--- config.mk ---
export PLATFORM = sky130hd
export DESIGN_NAME = fifoGrayCounter
export DESIGN_NICKNAME = d
export VERILOG_FILES = /design/src/hw/fifoGeometryPkg.sv /design/src/hw/fifoGrayCounter.sv
export SDC_FILE = /design/constraint.sdc
export NUM_CORES = 1
export LEC_CHECK = 0
export BUFFER_PORTS_ARGS = -buffer_cell sky130_fd_sc_hd__buf_2
export CORE_AREA = 2 2 39 41
export DETAILED_ROUTE_END_ITERATION = 10
export DIE_AREA = 0 0 41 43
export RECOVER_POWER = 50
export SLEW_MARGIN = 20
export SYNTH_ARGS = -nofsm -noshare
export SYNTH_HDL_FRONTEND = slang
export SYNTH_SLANG_ARGS = --single-unit
--- constraint.sdc ---
create_clock -name Clk -period 1.5 [get_ports Clk]
set_input_delay 0.15 -clock Clk [delete_from_list [all_inputs] [get_ports Clk]]
set_output_delay 0.15 -clock Clk [all_outputs]
set_load 0.005 [all_outputs]
--- src/hw/fifoGeometryPkg.sv ---
//========================================
// FIFO word and pointer width defaults
// Storage depth derived from pointer width
//========================================
`default_nettype none

package fifoGeometryPkg;

    //========================================
    // Width defaults
    //========================================

    // Default FIFO word width in bits
    localparam int DefaultDataWidth = 8;

    // Default pointer width, 16 locations
    localparam int DefaultAddrWidth = 4;

    // Quadrant decode needs the two top pointer bits
    localparam int MinAddrWidth = 2;

    //========================================
    // Depth derivation
    //========================================

    // Locations addressed by a pointer of this width
    function automatic int fifoDepth(input int addrWidth);
        return 1 << addrWidth;
    endfunction

endpackage

`default_nettype wire

--- src/hw/fifoGrayCounter.sv ---
//========================================
// Gray-code pointer counter with enable
// Asynchronous clear, one-bit-change check
//========================================
`timescale 1ns/1ps
`default_nettype none

module fifoGrayCounter
    import fifoGeometryPkg::*;
#(
    parameter int CountWidth = DefaultAddrWidth
) (
    input  wire                   Clk,
    input  wire                   Clear,
    input  wire                   Enable,
    output logic [CountWidth-1:0] GrayCount
);

    //========================================
    // Binary count and its Gray image
    //========================================

    // Plain binary count stepped on enabled edges
    logic [CountWidth-1:0] binCount;

    // Next binary value
    logic [CountWidth-1:0] binNext;

    // Gray image of the next value
    logic [CountWidth-1:0] grayNext;

    assign binNext = binCount + CountWidth'(1);

    // Adjacent binary values differ by one Gray bit
    assign grayNext = binNext ^ (binNext >> 1);

    // Both registers step together
    // Gray output comes straight from a flop so it never glitches
    always_ff @(posedge Clk or posedge Clear) begin
        if (Clear) begin
            binCount  <= '0;
            GrayCount <= '0;
        end else if (Enable) begin
            binCount  <= binNext;
            GrayCount <= grayNext;
        end
    end

    //========================================
    // Checks
    //========================================

    // Other clock domain compares this pointer directly
    // Any multi-bit step could show a false equality there
    property pGrayOneBitStep;
        @(posedge Clk) disable iff (Clear)
            (GrayCount != $past(GrayCount)) |-> $onehot(GrayCount ^ $past(GrayCount));
    endproperty

    aGrayOneBitStep: assert property (pGrayOneBitStep)
        else $error("GrayCount stepped by more than one bit: %h -> %h",
                    $past(GrayCount), GrayCount);

endmodule

`default_nettype wire

==> flow_summary.toml <==
[place]
post_dp_cell_area_um2 = 389
place.gp.congestion = 0.638
dpl_worst_slack_ps = 90.3
dp.cells = 47
io_buffer_count = 6

[cells_and_area]
finalInstanceArea_um2 = 422
fill_cells = 144
drive_above_1_share = 0.389
syn2layout_area_growth_pct = 22.5
final_util = 0.305
nets = 41
layout_common_cells = "dfrtp_1 (7), xnor2_1 (7), buf_2 (6)"
seqCellArea_um2 = 175
final_cell_count_no_fill = 52
diodes = 0
multi_input_area_um2 = 153

[timing]
post-route-min-period_ps = 1400
hold_violations = 0
holdWs_ps = 215
finalSetupViolCount = 0
fin_worst_skew_ps = 2.53
worst_pin_slew_ps = 274
min_period_over_period = 0.936
slew_headroom = 0.817
slew_viol_final = 0
fin_setup_tns_ps = 0
grt_setup_unrepaired = "false"
fin_ws_ps = 96.3
timing.fmax_ghz = 0.712

[route]
antenna_left = 0
drtPass1Iterations = 1
vias = 221
wl_um = 534
wl_per_cell_um = 10.3
drcViolationCount = 0
first_iter_violations = 0
viasPerCell = 4.25

[power]
power_mw = 1.10
p_per_area_mw_per_mm2 = 2600
leakage_nw = 0.184
peakVddDrop_uv = 1030

[floorplan]
core_mm2 = 0.00138
core.rowCount = 14
die_w_um = 41
die_area_mm2 = 0.00176
initial_core_util = 0.249
die-height_um = 43
pin_count = 7

[worst_setup_path]
worstPathArrival_ps = 1540
crit_required_ps = 1640
crit_path_end_kind = "register"
startpoint_type = "register"
crit_type = "reg2reg"
path_max_fanout = 4

[synth]
ys_ff_latch = 7
seq_area_frac_synth = 0.509
syn_inst = 26
syn-cell-area_um2 = 344
synth_cell_type_count = 12
syn-num-nets = 30
ys_warn_count = 0
avgSynthCellArea_um2 = 13.2

[clocking]
post_cts_buffers = 0
cts_tree = "built"
cts.sinks = 7
insertion_delay_ps = 250
cts_root_buffer = "clkbuf_4"
h-tree-depth = 1
clockBufferDepth = 2
numCtsBuffers = 3
clkSlewWorstSetupHoldPaths_ps = 50

[job]
maxCapViolations = 0

[global_route]
grt_overflow = 0
antenna_found_initial = 0
grt_util_all_layers = 0.0918
first_global_vias = 239
grt_max_degree = 8
grt_pass1_wl_um = 986

[hold_path]
hp-class = "in2reg"

[run_status]
outcome = "completed"
-- kinds of logic (layout without fill, tap and decap cells) --
kind of cell    after synthesis  in the layout  synth area share
flops                         7              7             0.509
buf+inv                       3             13            0.0473
xor+xnor                      8              8             0.204
compound gates                1              1            0.0327
fa+ha+maj                     1              1            0.0364
mux                           4              4             0.142
simple gates                  2              2            0.0291
-- cell usage after synthesis, drive strengths merged --
cell type | number | area (µm²)
buf | 2 | 12.5
inv | 1 | 3.75
dfrtp | 7 | 175
xnor2 | 7 | 61.3
a21boi | 1 | 11.3
nand2 | 1 | 3.75
ha | 1 | 12.5
nand4 | 1 | 6.26
mux2 | 4 | 48.8
xor2 | 1 | 8.76
-- worst paths after layout --
| kind | start | endpoint | slack (ps) | cells past startpoint |
|---|---|---|---|---|
| worst min register to register | GrayCount[1] | GrayCount[1] | 500 | 1 |
| worst max-delay path | binCount[1] | GrayCount[1] | 100 | 4 |
| max in group asynchronous | Clear | binCount[0] | 910 | 3 |
| worst max register to register | binCount[1] | GrayCount[1] | 100 | 4 |
| min in group asynchronous | Clear | GrayCount[2] | 380 | 3 |
| worst min-delay path | Enable | binCount[0] | 220 | 2 |
-- sequential cells by signal (all words and copies together), names as in the netlist --
register	cells
binCount	3
GrayCount	4
-- worst max-delay path, cell delays in order (launching register included) --
cell,delay (ps)
dfrtp_1,410
ha_1,340
xnor2_1,200
xnor2_1,80
mux2_2,260
-- power by group --
| group | internal [mW] | switching (mW) | total (mW) |
|---|---|---|---|
| Combinational | 0.342 | 0.213 | 0.554 |
| Clock | 0.102 | 0.0698 | 0.171 |
| Sequential | 0.294 | 0.0769 | 0.371 |
| Total | 0.738 | 0.359 | 1.10 |
-- timing repair --
item / CTS / global route
endpoints found under the hold margin: 7 / 0
resized for setup: 0 / 0
hold buffers: 1 / 0
setup endpoints to repair: 0 / 0
-- metal layers --
metal	share of wire	track usage	up-vias
met2	0.44	0.113	10
met1	0.43	0.101	107
met5	0	0	-
met3	0.13	0.0942	0
li1	-	-	104
met4	0	0.0400	0
-- area by class of cell --
cell class,count,share of cell area
Clock buffer,4,0.0623
Sequential cell,7,0.415
Timing Repair Buffer,8,0.104
Inverter,1,0.00890
Tap cell,16,0.0475
Multi-Input combinational cell,16,0.362
Note: power is estimated with default switching activity, not from simulation.
