<file path="src/hw/fifoGeometryPkg.sv">
//========================================
// FIFO word and pointer width defaults
// Storage depth derived from pointer width
//========================================
`default_nettype none

package fifoGeometryPkg;

    //========================================
    // Width defaults
    //========================================

    // Default FIFO word width in bits
    localparam int DefaultDataWidth = 8;

    // Default pointer width, 16 locations
    localparam int DefaultAddrWidth = 4;

    // Quadrant decode needs the two top pointer bits
    localparam int MinAddrWidth = 2;

    //========================================
    // Depth derivation
    //========================================

    // Locations addressed by a pointer of this width
    function automatic int fifoDepth(input int addrWidth);
        return 1 << addrWidth;
    endfunction

endpackage

`default_nettype wire

</file>
<file path="src/hw/fifoDualPortRam.sv">
//========================================
// FIFO storage array
// Write port on WClk, asynchronous read port
//========================================
`timescale 1ns/1ps
`default_nettype none

module fifoDualPortRam
    import fifoGeometryPkg::*;
#(
    parameter int DataWidth = DefaultDataWidth,
    parameter int AddrWidth = DefaultAddrWidth
) (
    input  wire                  WClk,
    input  wire                  WrEn,
    input  wire  [AddrWidth-1:0] WrAddr,
    input  wire  [DataWidth-1:0] WrData,
    input  wire  [AddrWidth-1:0] RdAddr,
    output logic [DataWidth-1:0] RdData
);

    // One location per pointer value
    localparam int Depth = fifoDepth(AddrWidth);

    //========================================
    // Storage
    //========================================

    // Indexed by Gray pointers directly
    // Gray order only permutes the locations
    logic [DataWidth-1:0] mem [0:Depth-1];

    // Write port
    // Enable already qualified by Full upstream
    always_ff @(posedge WClk) begin
        if (WrEn) begin
            mem[WrAddr] <= WrData;
        end
    end

    //========================================
    // Read port
    //========================================

    // Word at the read pointer, no register
    // Follows the pointer right after each read edge
    assign RdData = mem[RdAddr];

endmodule

`default_nettype wire

</file>
<file path="config.mk">
export PLATFORM = sky130hd
export DESIGN_NAME = fifoDualPortRam
export DESIGN_NICKNAME = d
export VERILOG_FILES = /design/src/hw/fifoGeometryPkg.sv /design/src/hw/fifoDualPortRam.sv
export SDC_FILE = /design/constraint.sdc
export NUM_CORES = 1
export LEC_CHECK = 0
export ABC_AREA = 1
export BUFFER_PORTS_ARGS = -buffer_cell sky130_fd_sc_hd__buf_4
export CAP_MARGIN = 0
export CORE_MARGIN = 8
export CORE_UTILIZATION = 60
export CTS_CLUSTER_DIAMETER = 120
export DETAILED_ROUTE_END_ITERATION = 10
export PLACE_DENSITY_LB_ADDON = 0.12
export SYNTH_ARGS = -nofsm -noshare
export SYNTH_HDL_FRONTEND = slang
export SYNTH_SLANG_ARGS = --single-unit
export TNS_END_PERCENT = 100
</file>
<file path="constraint.sdc">
create_clock -name WClk -period 2.2 [get_ports WClk]
set_input_delay 0.44 -clock WClk [delete_from_list [all_inputs] [get_ports WClk]]
set_output_delay 0.44 -clock WClk [all_outputs]
set_load 0.1 [all_outputs]
</file>
==> results of run 1 <==
[cell usage after synthesis]
cell type / number / area [um^2]
nand2_1: 173 / 649
nand3b_1: 2 / 15.0
nand3_1: 97 / 485
buf_4: 4 / 30.0
nor2_1: 17 / 63.8
buf_6: 6 / 67.6
edfxtp_1: 128 / 3840
inv_2: 2 / 7.51
inv_1: 100 / 375
buf_1: 1 / 3.75
buf_2: 13 / 65.1
[repair_timing]
item,4_1_cts,5_1_grt
hold endpoints to repair,0,0
gates resized for setup,0,7
endpoints found under the setup margin,0,6
[worst max-delay path by stage]
stage / start / endpoint / slack (ns) / depth (start not counted)
finish: mem[9][2] / RdData[2] / 0.10 / 7
global route: mem[0][6] / RdData[6] / -0.007 / 7
CTS: mem[1][5] / RdData[5] / 0.02 / 7
detailed placement: RdAddr[0] / RdData[5] / 0.12 / 10
global placement: RdAddr[0] / RdData[5] / 0.13 / 10
floorplan: RdAddr[1] / RdData[4] / 0.07 / 7
[cell usage in the layout, fill, tap and decap left out]
cell / instances
buf_12: 4
buf_4: 39
buf_6: 5
buf_8: 1
bufinv_16: 4
clkbuf_1: 2
clkbuf_16: 16
clkbuf_8: 1
clkinv_1: 2
clkinv_2: 2
clkinvlp_4: 4
edfxtp_1: 128
inv_1: 100
inv_2: 2
nand2_1: 173
nand3_1: 97
nand3b_1: 2
nor2_1: 17
[power by group through the flow]
stage	logic, mW	registers, mW	clock network, mW
floorplan	0.330	2.79	0
global placement	0.498	2.79	0
detailed placement	0.503	2.80	0
CTS	0.508	2.75	2.81
global route	0.556	2.75	2.92
finish	0.519	2.75	2.79
[cell families (layout without fill, tap and decap cells)]
group                  count (synthesis)  after routing  share of synthesized area
buffers and inverters                126            182                     0.0980
DFF                                  128            128                      0.686
and+or+nand+nor                      289            289                      0.216
[area by class of cell]
type                            instances  area [um^2]
Clock inverter                         12          168
Fill cell                             645         2540
Multi-Input combinational cell        289         1210
Inverter                              102          383
Tap cell                              111          139
Timing Repair Buffer                   49          444
Sequential cell                       128         3840
Clock buffer                           19          422
[through the flow]
step / hold WS [ns] / setup slack [ns]
after floorplan: 0.539 / 0.0709
after detailed placement: 0.770 / 0.119
after CTS: 0.238 / 0.0219
final: 0.248 / 0.102
after global routing: 0.230 / -0.00720
after global placement: 0.770 / 0.130
[routing by layer]
| layer | vias to the layer above | track usage | wire [um] |
|---|---|---|---|
| met2 | 170 | 0.328 | 6180 |
| met4 | 0 | 0.0827 | 240 |
| met3 | 24 | 0.0564 | 1050 |
| met1 | 1790 | 0.272 | 5280 |
| li1 | 1832 | - | - |
| met5 | - | 0 | 0 |
==> results by group, run 1 <==
Run status
  – Status: complete, no violations

Floorplan
  – Die Area: 12,700 um^2
  – FP Rows: 35
  – CORE AREA: 9150 um^2
  – Io pins: 26
  – Die width: 113 um
  – Initial Utilization: 0.613
  – Die H: approximately 110 um

Worst setup path
  – WP buf/inv: 2
  – Crit-path max cell delay: 0.32 ns
  – Worst Path Class, Setup: flip-flop to output port
  – Crit-path cells: inv_1, nand2_1, nand3_1, nand3_1, nand3_1, nand2_1, buf_6
  – Critical path capture point type: output port
  – Most used cell, CP: nand3_1
  – Slowest CP cell: edfxtp_1
  – CP delay by family, top: simple AND/OR/NAND/NOR gates
  – Worst Path Required: 1.76 ns
  – Critical Path AT: ~1.7 ns
  – Crit path launch type: flip-flop
  – Crit path max fanout: 1

Synthesis
  – Post-synthesis cell area: 5610 um^2
  – Post-Syn Instances: 543
  – Syn. warnings: 0
  – Sequential-to-total area share from yosys stat: 0.686
  – Register bit total from synthesis: 128
  – Yosys cell types: 11
  – Synthesized area per cell: 10.3 um^2
  – Synth Net Count: ~560

Detailed routing
  – DRT Wirelength: 12.8 mm
  – Residual DRC: 0
  – Remaining antenna violation count: 0
  – Iteration-0 DRC Markers: between 200 and 300
  – Wirelength per Cell: around 18 um
  – DR vias/cell: 5.37
  – Vias: 3,816
  – DRT Pass-1 Iters: 5

GRT
  – Initial antenna violation count: 0
  – Largest net degree at the start of global routing: 41
  – Grt ovf: 0
  – First-pass GRT wire length: 19.7 mm
  – Tot GR Track Use: 0.210
  – Vias in the first global route: 3,655

Placed design
  – Placed cells: 679
  – Placed Area: 6000 um^2
  – Port bufs: 25
  – Dpl hpwl: 7.79 mm
  – Routability Congestion: 0.884

Timing
  – Final Max Tran Viols: 0
  – Final Cycle Share: 0.953
  – Final TNS setup: 0 ns
  – Slew headroom: 0.566
  – Final setup viols: 0
  – RSZ-0062 raised after global routing: true
  – Fin. Hold Viols: 0
  – Fmax: about 480 MHz
  – Worst-Margin Slew: between 0.6 and 0.7 ns
  – Min Clock Period, post-route: around 2.1 ns

Power
  – Logic pwr share: 0.086
  – Leakage: 2.89 nW
  – PnR Total Power: 6.05 mW
  – Seq pwr share: 0.454
  – Clock power frac: 0.461
  – Sw Ratio: 0.224
  – Pwr/cell area: slightly above 900 nW/um^2
  – Peak VDD IR: roughly 0.00056 V
  – Sw Pwr: 1.36 mW
  – Power Internal: 4.70 mW

Clock tree
  – Clock Sinks: around 130
  – Clock-pin slew on the worst setup and hold paths: 0.06 ns
  – Total setup buffers inserted after CTS: 0
  – Cts-stage hold buffer count: 0
  – CTS tree: yes
  – CTS Root Cell: clkbuf_8
  – CTS max path bufs: 2
  – CTS H-tree depth: 4
  – Number of buffers created by CTS: 17

Run
  – Maxcap violations: 0

Final layout
  – Final core occ: 0.722
  – Synthesis-to-finish area growth: 17.9%
  – Top Registers: mem: 128 flops
  – # diodes: 0
  – Final Net Count: 605
  – Final instance area: 6610 um^2
  – Top reg by flops: mem
  – Layout cell share with drive strength beyond 1: 0.130
  – Post-route insts no fill: 710
  – Largest register FFs: 128

Hold path
  – Worst min-delay path class: input pin to flip-flop
  – Hold path cells: 1
  – Hold Startpoint: WrData[1]
  – Hold Path End: mem[1][1]
Note: power is estimated with default switching activity, not from simulation.
==> run 2: changes to the inputs <==
--- a/config.mk
+++ b/config.mk
@@ -14,4 +14,5 @@
 export DETAILED_ROUTE_END_ITERATION = 10
 export PLACE_DENSITY_LB_ADDON = 0.12
+export RECOVER_POWER = 25
 export SYNTH_ARGS = -nofsm -noshare
 export SYNTH_HDL_FRONTEND = slang
==> constraint.sdc (replaced) <==
create_clock -name WClk -period 2.2 [get_ports WClk]
set_input_delay 0.22 -clock WClk [delete_from_list [all_inputs] [get_ports WClk]]
set_output_delay 0.22 -clock WClk [all_outputs]
set_load 0.1 [all_outputs]
==> results by group, run 2 (synthesized netlist as in run 1, its figures left out) <==
Detailed routing
  – Remaining antenna violation count: 0 (unchanged)
  – Iteration-0 DRC Markers: 403 (+49%)
  – DRT Wirelength: 12.7 mm (-0.45%)
  – Vias: 3,819 (+0.079%)
  – DRT Pass-1 Iters: 5 (unchanged)
  – Residual DRC: 0 (unchanged)
  – DR vias/cell: 5.46 (+1.5%)
  – Wirelength per Cell: 18.1 um (+0.97%)

Clock tree
  – CTS H-tree depth: 4 (unchanged)
  – CTS tree: yes
  – Clock Sinks: 128 (unchanged)
  – Cts-stage hold buffer count: 0 (unchanged)
  – Total setup buffers inserted after CTS: 0 (unchanged)
  – Cts repair resizes: 0 (unchanged)
  – Number of buffers created by CTS: 17 (unchanged)
  – CTS max path bufs: 2 (unchanged)
  – CTS Root Cell: clkbuf_8
  – Clock-pin slew on the worst setup and hold paths: 0.06 ns (about the same)

Timing
  – Final setup viols: 0 (unchanged)
  – RSZ-0062 raised after global routing: false
  – Min Clock Period, post-route: 1.91 ns (-0.191 ns)
  – Fin. Hold Viols: 0 (unchanged)
  – Final TNS setup: 0 ns (unchanged)
  – Final Max Tran Viols: 0 (unchanged)
  – Final Cycle Share: 0.867 (-0.0868)
  – Worst-Margin Slew: 0.949 ns (+0.300 ns)
  – Slew headroom: 0.367 (-0.199)
  – Fmax: 524 MHz (+10%)

Power
  – Pwr/cell area: 886 nW/um^2 (-3.2%)
  – PnR Total Power: 5.68 mW (-6.3%)
  – Peak VDD IR: 0.000648 V (+15%)
  – Leakage: 2.79 nW (-3.6%)

Placed design
  – Routability Congestion: 0.921 (+4.2%)
  – Dpl hpwl: 7.79 mm (about the same)
  – Placed Area: 5920 um^2 (-1.3%)
  – Port bufs: 25 (unchanged)

GRT
  – Vias in the first global route: 3,705 (+1.4%)
  – Largest net degree at the start of global routing: 65 (+59%)
  – Grt ovf: 0 (unchanged)
  – Initial antenna violation count: 0 (unchanged)
  – Tot GR Track Use: 0.212 (+0.00223)
  – First-pass GRT wire length: 20.1 mm (+2.1%)

Worst setup path
  – Crit path launch type: flip-flop
  – Crit-path cells: nand2_1, nand2_1, nand2_1, nand3_1, nand3_1, nand2_1, buf_4
  – Worst Path Class, Setup: flip-flop to output port
  – Most used cell, CP: nand2_1
  – WP buf/inv: 1 (-1)
  – Crit path max fanout: 1 (unchanged)
  – Critical path capture point type: output port
  – Worst Path Required: 1.98 ns (+0.22 ns)
  – Critical Path AT: 1.69 ns (+0.03 ns)
  – Crit-path max cell delay: 0.33 ns (about the same)
  – CP delay by family, top: simple AND/OR/NAND/NOR gates
  – Stages on worst setup path: 7 (unchanged)
  – Slowest CP cell: edfxtp_1

Floorplan
  – Die width: 113 um (unchanged)
  – Die Area: 12,700 um^2 (unchanged)
  – CORE AREA: 9150 um^2 (unchanged)
  – Io pins: 26 (unchanged)
  – Initial Utilization: 0.613 (unchanged)
  – FP Rows: 35 (unchanged)
  – Die H: 113 um (unchanged)

Final layout
  – Final Net Count: 596 (-1.5%)
  – Final core occ: 0.700 (-0.0226)
  – Fillers: 654 (+1.4%)
  – Top reg by flops: mem
  – Largest register FFs: 128 (unchanged)
  – Synthesis-to-finish area growth: 14.3%
  – Most frequent cells in the layout: nand2_1, edfxtp_1, inv_1, nand3_1, buf_4
  – Final instance area: 6410 um^2 (-3.1%)
  – Commonest non-fill, non-tap cell in the layout: nand2_1
  – # diodes: 0 (unchanged)
  – Layout cell share with drive strength beyond 1: 0.109 (-0.0216)
  – Top Registers: mem: 128 flops

Hold path
  – Hold path cells: 1 (unchanged)
  – Worst min-delay path class: input pin to flip-flop

Run
  – Maxcap violations: 0 (unchanged)

Run status
  – Status: complete, no violations
## run 2: changes by cell type in the layout (fill, tap and decap cells not counted), moves of 3 or more
cell / delta
buf_4: -9
clkinv_2: +5
bufinv_16: -3
clkbuf_1: +6
buf_6: -5
## run 2: per-stage QoR
stage	worst slack (ns)	hold slack, ns	instances
2_1_floorplan	0.511	0.319	543
3_3_place_gp	0.485	0.563	670
3_5_place_dp	0.449	0.567	670
4_1_cts	0.257	0.0247	700
5_1_grt	0.199	0.0756	700
6_report	0.293	0.0791	700
## run 2: layout make-up
type,instances,area [um^2],share of cell area
timing repair buffer,40,312,0.0486
clock inverter,12,97.6,0.0152
clock buffer,18,418,0.0652
sequential,128,3840,0.600
tap,111,139,0.0217
inverter,102,383,0.0598
multi-input combinational,289,1210,0.189
## run 2: power by group
part	switching, mW	leakage (nW)	internal [mW]	total [mW]
sequential	0.0116	1.16	2.74	2.75
combinational	0.370	1.38	0.119	0.490
clock	0.970	0.256	1.47	2.44
## run 2: routing by layer
layer,track usage,share of wire,vias to the layer above
met5,0,0,-
met1,0.285,0.42,1754
met3,0.0644,0.093,28
met4,0.0845,0.025,0
met2,0.315,0.46,216
li1,-,-,1821
## run 2: worst paths after layout
check / startpoint / to / slack [ns]
worst min-delay path: WrData[5] / mem[6][5] / 0.08
worst max-delay path: mem[2][5] / RdData[5] / 0.29
